--- config.mk ---
export PLATFORM = sky130hd
export DESIGN_NAME = e300_glue_top
export DESIGN_NICKNAME = d
export VERILOG_FILES = /design/src/e300_glue_pkg.sv /design/src/e300_glue_top.sv /design/src/fe_ctrl_decode.sv /design/src/sync_chain.sv /design/src/button_irq_gen.sv
export VERILOG_INCLUDE_DIRS = /design/src
export SDC_FILE = /design/constraint.sdc
export NUM_CORES = 1
export LEC_CHECK = 0
export BUFFER_PORTS_ARGS = -buffer_cell sky130_fd_sc_hd__buf_4
export CORE_MARGIN = 4
export CORE_UTILIZATION = 40
export CTS_CLUSTER_SIZE = 30
export DETAILED_ROUTE_END_ITERATION = 7
export PLACE_DENSITY = 0.77
export SYNTH_ARGS = -nofsm -noshare
export SYNTH_HDL_FRONTEND = slang
export SYNTH_SLANG_ARGS = --single-unit
--- constraint.sdc ---
create_clock -name bus_clk -period 0.8 [get_ports bus_clk]
set_input_delay 0.08 -clock bus_clk [delete_from_list [all_inputs] [get_ports bus_clk]]
set_output_delay 0.08 -clock bus_clk [all_outputs]
set_load 0.02 [all_outputs]
--- src/e300_glue_cfg.svh ---
// Build-time constants for the E300 board glue logic
// Include in any file that needs stage counts, pulse lengths or word widths
`ifndef E300_GLUE_CFG_SVH
`define E300_GLUE_CFG_SVH

// ------------------------------
// Interrupt stretching
// ------------------------------

// Button interrupt pulse length in bus_clk cycles
`define E300_STRETCH_LEN 8

// ------------------------------
// Resync depths
// ------------------------------

`define E300_PPS_STAGES 3
`define E300_STATUS_STAGES 2

// ------------------------------
// Daughterboard word layout
// ------------------------------

// Used part of each channel's GPIO word
`define E300_DB_WORD_W 16
`define E300_TX_BANDSEL_W 3
`define E300_RX_BANDSEL_W 3
`define E300_RX_SUB_BANDSEL_W 2

`endif
--- src/e300_glue_pkg.sv ---
// Packed types shared by the board glue RTL and its testbench
// Field order follows the daughterboard GPIO and LED bit layout, MSB first
`default_nettype none

`include "e300_glue_cfg.svh"

package e300_glue_pkg;

  // ------------------------------
  // Button interrupts
  // ------------------------------

  // Stretched press and release interrupt lines
  typedef struct packed {
    logic press;
    logic rel;
  } button_irq_t;

  // ------------------------------
  // Reference clock status
  // ------------------------------

  typedef struct packed {
    logic plllck;
    logic is_10meg;
    logic is_pps;
    logic reflck;
  } tcxo_status_t;

  // ------------------------------
  // Front-end control words
  // ------------------------------

  // One channel's daughterboard GPIO word
  typedef struct packed {
    logic                                vcrx_v2;
    logic                                vcrx_v1;
    logic                                vctxrx_v2;
    logic                                vctxrx_v1;
    logic                                tx_enable_b;
    logic                                tx_enable_a;
    logic [`E300_RX_SUB_BANDSEL_W-1:0]   rxc_bandsel;
    logic [`E300_RX_SUB_BANDSEL_W-1:0]   rxb_bandsel;
    logic [`E300_RX_BANDSEL_W-1:0]       rx_bandsel;
    logic [`E300_TX_BANDSEL_W-1:0]       tx_bandsel;
  } db_word_t;

  // Per-channel pins, TX band select goes out shared
  typedef struct packed {
    logic                                vcrx_v2;
    logic                                vcrx_v1;
    logic                                vctxrx_v2;
    logic                                vctxrx_v1;
    logic                                tx_enable_b;
    logic                                tx_enable_a;
    logic [`E300_RX_SUB_BANDSEL_W-1:0]   rxc_bandsel;
    logic [`E300_RX_SUB_BANDSEL_W-1:0]   rxb_bandsel;
    logic [`E300_RX_BANDSEL_W-1:0]       rx_bandsel;
  } fe_chan_t;

  typedef struct packed {
    logic rx_rx;
    logic txrx_tx;
    logic txrx_rx;
  } led_t;

endpackage

`default_nettype wire

--- src/e300_glue_top.sv ---
// Board glue of the E300 bus_clk domain
// Button interrupts, PPS and TCXO status resync, front-end control decode
`timescale 1ns/1ns
`default_nettype none

`include "e300_glue_cfg.svh"

module e300_glue_top (
  input  wire                             bus_clk,
  input  wire                             bus_rst,

  // Switch, PPS and reference status
  input  wire                             onswitch_db,
  input  wire                             gps_pps,
  input  wire  e300_glue_pkg::tcxo_status_t tcxo_raw,

  // Radio core control words
  input  wire  e300_glue_pkg::db_word_t   db_gpio0,
  input  wire  e300_glue_pkg::db_word_t   db_gpio1,
  input  wire  e300_glue_pkg::led_t       leds0,
  input  wire  e300_glue_pkg::led_t       leds1,

  // To the processor
  output e300_glue_pkg::button_irq_t      irq,
  output logic                            pps_gpio,
  output e300_glue_pkg::tcxo_status_t     tcxo_status,

  // To the front-end pins
  output e300_glue_pkg::fe_chan_t         fe_ctrl0,
  output e300_glue_pkg::fe_chan_t         fe_ctrl1,
  output logic [`E300_TX_BANDSEL_W-1:0]   tx_bandsel,
  output e300_glue_pkg::led_t             led_ch0,
  output e300_glue_pkg::led_t             led_ch1
);

  import e300_glue_pkg::*;

  // ------------------------------
  // Button interrupts
  // ------------------------------

  button_irq_gen button_irq (
    .bus_clk     (bus_clk),
    .bus_rst     (bus_rst),
    .onswitch_db (onswitch_db),
    .irq         (irq)
  );

  // ------------------------------
  // Resync stages
  // ------------------------------

  // PPS onto a GPIO bit for the time daemon
  sync_chain #(
    .payload_t (logic),
    .STAGES    (`E300_PPS_STAGES)
  ) pps_sync (
    .bus_clk (bus_clk),
    .bus_rst (bus_rst),
    .din     (gps_pps),
    .dout    (pps_gpio)
  );

  // Reference loop status comes from the TCXO domain
  sync_chain #(
    .payload_t (tcxo_status_t),
    .STAGES    (`E300_STATUS_STAGES)
  ) status_sync (
    .bus_clk (bus_clk),
    .bus_rst (bus_rst),
    .din     (tcxo_raw),
    .dout    (tcxo_status)
  );

  // ------------------------------
  // Front-end controls
  // ------------------------------

  fe_ctrl_decode fe_decode (
    .bus_clk    (bus_clk),
    .bus_rst    (bus_rst),
    .db_gpio0   (db_gpio0),
    .db_gpio1   (db_gpio1),
    .leds0      (leds0),
    .leds1      (leds1),
    .fe_ctrl0   (fe_ctrl0),
    .fe_ctrl1   (fe_ctrl1),
    .tx_bandsel (tx_bandsel),
    .led_ch0    (led_ch0),
    .led_ch1    (led_ch1)
  );

endmodule

`default_nettype wire

--- src/fe_ctrl_decode.sv ---
// Registered decode of both channels' daughterboard GPIO and LED words
// Drives antenna selects, TX enables, band selects and LEDs, all off in reset
`timescale 1ns/1ns
`default_nettype none

`include "e300_glue_cfg.svh"

module fe_ctrl_decode (
  input  wire                                bus_clk,
  input  wire                                bus_rst,
  input  wire  e300_glue_pkg::db_word_t      db_gpio0,
  input  wire  e300_glue_pkg::db_word_t      db_gpio1,
  input  wire  e300_glue_pkg::led_t          leds0,
  input  wire  e300_glue_pkg::led_t          leds1,
  output e300_glue_pkg::fe_chan_t            fe_ctrl0,
  output e300_glue_pkg::fe_chan_t            fe_ctrl1,
  output logic [`E300_TX_BANDSEL_W-1:0]      tx_bandsel,
  output e300_glue_pkg::led_t                led_ch0,
  output e300_glue_pkg::led_t                led_ch1
);

  import e300_glue_pkg::*;

  // Word layout must match the used part of the GPIO bus
  if ($bits(db_word_t) != `E300_DB_WORD_W) begin : g_width_check
    $error("db_word_t width does not match E300_DB_WORD_W");
  end

  // Field split of one channel, TX band select handled apart
  function automatic fe_chan_t to_fe_chan(input db_word_t w);
    fe_chan_t c;
    c.vcrx_v2     = w.vcrx_v2;
    c.vcrx_v1     = w.vcrx_v1;
    c.vctxrx_v2   = w.vctxrx_v2;
    c.vctxrx_v1   = w.vctxrx_v1;
    c.tx_enable_b = w.tx_enable_b;
    c.tx_enable_a = w.tx_enable_a;
    c.rxc_bandsel = w.rxc_bandsel;
    c.rxb_bandsel = w.rxb_bandsel;
    c.rx_bandsel  = w.rx_bandsel;
    return c;
  endfunction

  // ------------------------------
  // Output registers
  // ------------------------------

  always_ff @(posedge bus_clk) begin
    if (bus_rst) begin
      fe_ctrl0   <= '0;
      fe_ctrl1   <= '0;
      tx_bandsel <= '0;
      led_ch0    <= '0;
      led_ch1    <= '0;
    end else begin
      fe_ctrl0 <= to_fe_chan(db_gpio0);
      fe_ctrl1 <= to_fe_chan(db_gpio1);
      // Both channels are always tuned to the same band, so either
      // channel alone can set the shared select
      tx_bandsel <= db_gpio0.tx_bandsel | db_gpio1.tx_bandsel;
      led_ch0    <= leds0;
      led_ch1    <= leds1;
    end
  end

  // ------------------------------
  // Checks
  // ------------------------------

  // No transmitter may be enabled as reset lets go
  a_tx_off_after_reset: assert property (
    @(posedge bus_clk)
      bus_rst ##1 !bus_rst |->
        !fe_ctrl0.tx_enable_a && !fe_ctrl0.tx_enable_b &&
        !fe_ctrl1.tx_enable_a && !fe_ctrl1.tx_enable_b
  ) else $error("TX enable active on reset release");

endmodule

`default_nettype wire

--- src/sync_chain.sv ---
// Multi-stage register chain that brings asynchronous levels into bus_clk
// Set payload_t to the carried type and STAGES to the depth
`timescale 1ns/1ns
`default_nettype none

module sync_chain #(
  parameter type payload_t = logic,
  parameter int  STAGES    = 2
) (
  input  wire      bus_clk,
  input  wire      bus_rst,
  input  payload_t din,
  output payload_t dout
);

  // stage_q[0] samples the asynchronous input
  payload_t stage_q [STAGES];

  always_ff @(posedge bus_clk) begin
    if (bus_rst) begin
      for (int i = 0; i < STAGES; i++) begin
        stage_q[i] <= '0;
      end
    end else begin
      stage_q[0] <= din;
      for (int i = 1; i < STAGES; i++) begin
        stage_q[i] <= stage_q[i-1];
      end
    end
  end

  assign dout = stage_q[STAGES-1];

  // ------------------------------
  // Checks
  // ------------------------------

  // Once the chain has refilled after reset, the output is the
  // input delayed by exactly STAGES cycles
  a_fixed_latency: assert property (
    @(posedge bus_clk)
      (!bus_rst) [*STAGES] |=> (dout == $past(din, STAGES))
  ) else $error("sync_chain output does not match delayed input");

endmodule

`default_nettype wire

--- src/button_irq_gen.sv ---
// On-switch edge detection with stretched press and release interrupts
// Takes the debounced, active-low switch level already in bus_clk
`timescale 1ns/1ns
`default_nettype none

`include "e300_glue_cfg.svh"

module button_irq_gen (
  input  wire                        bus_clk,
  input  wire                        bus_rst,
  input  wire                        onswitch_db,
  output e300_glue_pkg::button_irq_t irq
);

  import e300_glue_pkg::*;

  // Two previous switch samples, [0] is the most recent
  logic [1:0] hist_q;

  // Single-cycle events before stretching
  button_irq_t evt;

  logic [`E300_STRETCH_LEN-1:0] press_sr;
  logic [`E300_STRETCH_LEN-1:0] rel_sr;

  // ------------------------------
  // Edge detection
  // ------------------------------

  // Cleared history reads as pressed, so a resting switch
  // gives one release event right after reset
  always_ff @(posedge bus_clk) begin
    if (bus_rst) begin
      hist_q <= 2'b00;
    end else begin
      hist_q <= {hist_q[0], onswitch_db};
    end
  end

  // Switch is active low, press is high-high-low
  always_comb begin
    evt.press = ~onswitch_db & hist_q[0] & hist_q[1];
    evt.rel   = onswitch_db & ~hist_q[0] & ~hist_q[1];
  end

  // ------------------------------
  // Pulse stretching
  // ------------------------------

  // Each event runs down its own shift register, a new
  // event restarts the window
  always_ff @(posedge bus_clk) begin
    if (bus_rst) begin
      press_sr <= '0;
      rel_sr   <= '0;
    end else begin
      press_sr <= {press_sr[`E300_STRETCH_LEN-2:0], evt.press};
      rel_sr   <= {rel_sr[`E300_STRETCH_LEN-2:0], evt.rel};
    end
  end

  always_comb begin
    irq.press = |press_sr;
    irq.rel   = |rel_sr;
  end

  // ------------------------------
  // Checks
  // ------------------------------

  // Every event holds its interrupt for the whole stretch window
  a_press_stretch: assert property (
    @(posedge bus_clk) disable iff (bus_rst)
      evt.press |=> irq.press [*`E300_STRETCH_LEN]
  ) else $error("press interrupt shorter than the stretch window");

  a_rel_stretch: assert property (
    @(posedge bus_clk) disable iff (bus_rst)
      evt.rel |=> irq.rel [*`E300_STRETCH_LEN]
  ) else $error("release interrupt shorter than the stretch window");

endmodule

`default_nettype wire

; ---- Word level (Yosys, flattened, before mapping)
; Memory sizes are Yosys's and may differ from the RTL's.
; Index checks and enable logic that the tools add are counted.
[classes]
add_sub_neg = 0
multipliers = 0
div = 0
n_lt_le_gt_ge = 0
eq_ne = 0
shift = 0
n_mux = 8
n_bitwise = 13
n_reduce_logical = 2
[ops]
columns = operator, n
row1 = OR reduction 8 bit, 2
row2 = two-way mux 4 bit, 2
row3 = two-way mux 1 bit, 6
row4 = bitwise OR 1 bit, 5
row5 = bitwise AND 1 bit, 4
row6 = inverter 1 bit, 3
row7 = bitwise OR 3 bit, 1
[word_totals]
register_bits = 53
latch_bits = 0
ramBits = 11
mem_bits_ro = 0
input_bits = 46
out_inout_bits = 42
n_memories = 2
[memory_table]
columns = name, depth, word_bits, rd, rd_ports_with_merged_regs, write_ports, line_no
row1 = status_sync.stage_q, 2, 4, 2, 0, 2, sync_chain.sv:17  ; payload_t stage_q [STAGES];
row2 = pps_sync.stage_q, 3, 1, 3, 0, 3, sync_chain.sv:17

; ---- Longest topological paths before layout
[logic_depth]
depth_word = 3
mapped_depth = 2
ltp_nobuf = 2

; ---- Cells and area by module
; Synthesis repeated with hierarchy kept, for this count alone.
[unflattened]
cells_unflattened = 142
area_unflattened_um2 = 1801.7
[by_module_without_submodules]
columns = module, n_inst, cells_each, area_per_inst_um2, seq_area_each_um2
row1 = fe_ctrl_decode, 1, 73, 953.4, 700.7
row2 = button_irq_gen, 1, 43, 529.3, 360.3
row3 = sync_chain (status_sync), 1, 20, 240.2, 160.2
row4 = sync_chain (pps_sync), 1, 6, 78.8, 60.1

; ---- Worst setup path after synthesis
; OpenSTA, ideal clock, no wires.
[synth_timing]
kind = register -> output
from = register button_irq.rel_sr[1]
to = output irq[0] (netlist bit)
arrival_ns = 0.711
slack_ns = 0.009
stages_incl_launch_ff = 3
n_path_buf = 0
path_cell_list = dfxtp_1 -> nor4_1 -> nand2_1
[synth_rtl]
columns = item, line_no
row1 = from (decl), button_irq_gen.sv:24  ; logic [`E300_STRETCH_LEN-1:0] rel_sr;
row2 = from (signal assigned), button_irq_gen.sv:58  ; rel_sr <= {rel_sr[`E300_STRETCH_LEN-2:0], evt.rel};
row3 = to (decl), e300_glue_top.sv:24  ; output e300_glue_pkg::button_irq_t irq,

==> results by group <==
Detailed routing
  – Routed len/inst: about 13 um
  – 1st-pass router iterations: 3
  – Initial DRC count: 47
  – # DRC: 0
  – Vias post-DR: approximately 1400
  – DRT antenna net count: 0
  – Aggregate routed wire length: between 4 and 5 mm
  – Vias/cell: between 4 and 5

Cells and area
  – Final core utilization: 77.0%
  – Fillers: 280
  – Nets: roughly 330
  – Register Area: roughly 1300 um2
  – # diodes: 0
  – Multi-input logic area: around 470 um2
  – Area Overhead vs Synth: 86.9%
  – Layout cells sized above 1: 52.1%

STA
  – RSZ-0062 raised after global routing: true
  – Final setup viols: 42
  – Worst slew margin: 84.0%
  – Slew Viols, Final: 0
  – Clock Skew: ~0.0076 ns
  – Fmax: 804 MHz
  – Final worst slack: -0.444 ns
  – Minimum clock period after layout: roughly 1.2 ns
  – Worst slew pin tran: between 0.2 and 0.25 ns
  – Final hold vios: 0
  – Final period utilization: 156%

Status
  – Violated checks: setup timing
  – Status: finished with violations

Power
  – Psw: 1440 uW
  – PD cells: just over 2000 nW/um2
  – Internal power: between 5000 and 6000 uW
  – Switching share of power: a little over a fifth
  – Combinational group share of total power: a little over an eighth
  – Maximum vdd drop: 1200 uV
  – Sequential share of power: between 50% and 60%
  – Part of the power in the clock network: approximately 36%
  – LEAKAGE: 0.00149 uW

Yosys
  – Sequential-to-total area share from yosys stat: a little under three quarters
  – Seq cells post-synth: between 60 and 70
  – Cell taking the most area after synthesis: dfxtp_1
  – Mapped Nets: between 150 and 200
  – Netlist Area Pre-Place: around 1800 um2
  – Post-Syn Instances: 147
  – Netlist cell types: 9
  – Synth top area share: around 72%
  – Yosys warns: 0
  – Synth area leaders: dfxtp_1, nor2b_1, buf_2, buf_4, nor4_1
  – Syn_area_per_cell: around 12 um2

Hold path
  – Hold Path Stages: 2
  – Hold WC Path Type: in -> reg
  – Worst Hold End: button_irq.press_sr[0]
  – Worst hold start: onswitch_db

Critical path
  – CP max stage delay: between 0.3 and 0.4 ns
  – Worst path cell trace: nor4_4, nand2_1, buf_6
  – Reg2Reg Depth: 2
  – CP Depth: 3
  – FF-to-FF Start: button_irq.hist_q[0]
  – Delay-heaviest family, CP: simple AND/OR/NAND/NOR gates
  – Flop-to-flop setup slack: roughly 0.090 ns
  – R2R Path End: button_irq.press_sr[0]
  – CP max stage cell: dfxtp_2
  – Buf+Inv Stages, Crit Path: 1
  – Worst EP required: between 0.7 and 0.8 ns
  – WP data arrival: 1.16 ns
  – Crit Path Class: reg -> out
  – Setup crit start kind: register
  – Critical Path End Type: output pin
  – CP Max Fanout: 2

GRT
  – Gr usage total: 16.3%
  – Global-route wire length before repair: approximately 6.6 mm
  – Total gr overflow: 0
  – Initial antenna violation count: 0
  – Vias in the first global route: 1514
  – Largest net degree at the start of global routing: 26

Place
  – DPL Wire Length: between 2 and 2.5 mm
  – Routability cong.: ~0.69
  – Setup slack at placement: -0.117 ns
  – Port-buffer cells: 87

Floorplanning
  – Die ar.: between 5000 and 6000 um2
  – Initial Utilization: around two fifths
  – Row count: 24
  – Core Box Area: approximately 4300 um2
  – Chip width: between 70 and 80 um
  – Die Y: 74.7 um
  – I/O pins: a little under 90

Clocking
  – Clk_lat worst skew: roughly 0.32 ns
  – Sink Count: 64
  – Clk buf depth: 2
  – CTS tree: built
  – Clock Pin Slew Worst Setup and Hold Paths: roughly 0.070 ns
  – H-tree Lvls: 3
  – Clock root cell: clkbuf_8
  – CTS Buf Count: 9

Run
  – Max-Cap Viols: 0
==> synth_stat cells (all sizes together) <==
cell and instances:
dfxtp 64, nor2b 59, buf 10, nor2 6, nor4 4, nand2 2
and3b 1, nor3b 1
==> cells in the final DEF, fill, tap and decap left out, drive strengths merged <==
| cell type | Yosys | routed |
|---|---|---|
| nor3b | 1 | 1 |
| nor4 | 4 | 4 |
| clkbuf | 0 | 14 |
| dlygate4sd3 | 0 | 45 |
| nor2b | 59 | 59 |
| and3b | 1 | 1 |
| buf | 10 | 90 |
| nand2 | 2 | 2 |
| dfxtp | 64 | 64 |
| nor2 | 6 | 6 |
==> routing by layer <==
layer	GRT usage, %	wire length (um)	vias to the layer above	part of all wire (%)
met5	0	0	-	0
met4	8.30	56	0	1.3
met3	5.87	284	5	6.7
met2	30.6	2440	48	58
met1	15.3	1440	626	34
li1	-	-	715	-
==> kinds of logic (layout without fill, tap and decap cells) <==
| family | count (synthesis) | in the layout | synth area share, % |
|---|---|---|---|
| flops | 64 | 64 | 71.9 |
| simple gates | 73 | 73 | 24.7 |
| buf+inv | 10 | 149 | 3.37 |
==> power by group through the flow <==
stage | Sequential, uW | Clock, uW | Combinational (uW)
2_1_floorplan | 3550 | 0 | 161
3_3_place_gp | 3420 | 0 | 626
3_5_place_dp | 3430 | 0 | 633
4_1_cts | 3400 | 2490 | 876
5_1_grt | 3410 | 2600 | 951
6_report | 3400 | 2400 | 890
==> metrics by stage <==
step	std cells	power, uW	instance area (um2)	setup TNS (ns)	hold slack [ns]
after global placement	279	4050	2460	-0.242	0.286
after CTS	337	6760	3300	-2.99	0.0149
after floorplan	147	3710	1780	0	0.159
final	338	6690	3330	-2.07	0.0533
after global routing	338	6960	3330	-3.31	0.0363
after detailed placement	279	4060	2460	-0.220	0.291
==> registers in the layout, summed over array words and instances, names as in the netlist, 8 cells and up <==
register and cells:
fe_decode.fe_ctrl0 13, status_sync.stage_q 8, button_irq.rel_sr 8, button_irq.press_sr 8, fe_decode.fe_ctrl1 13
==> final cells by class <==
class / count / area share (%)
sequential: 64 / 40.1
timing repair buffer: 135 / 38.6
multi-input combinational: 73 / 14.2
clock buffer: 14 / 5.19
tap: 52 / 1.95
==> worst max path at each step <==
stage                      startpoint  endpoint  slack [ns]
2_1_floorplan    button_irq.rel_sr[1]    irq[0]       0.009
3_3_place_gp     button_irq.rel_sr[1]    irq[0]       -0.13
3_5_place_dp     button_irq.rel_sr[1]    irq[0]       -0.12
4_1_cts        button_irq.press_sr[6]    irq[1]       -0.45
5_1_grt        button_irq.press_sr[6]    irq[1]       -0.50
6_report       button_irq.press_sr[6]    irq[1]       -0.44
==> worst reg2reg max path, stage by stage (launching register included) <==
cell and delay (ns):
dfxtp_1 0.31, nor2b_1 0.13, and3b_1 0.17
==> what timing repair did <==
action | 4_1_cts | 5_1_grt
hold buffers | 44 | 2
resized for setup | 86 | 4
pin swaps | 3 | 1
hold endpoints to repair | 42 | 2
setup buffers | 0 | 0
endpoints found under the setup margin | 42 | 44
Power figures use the tool's default switching activity.
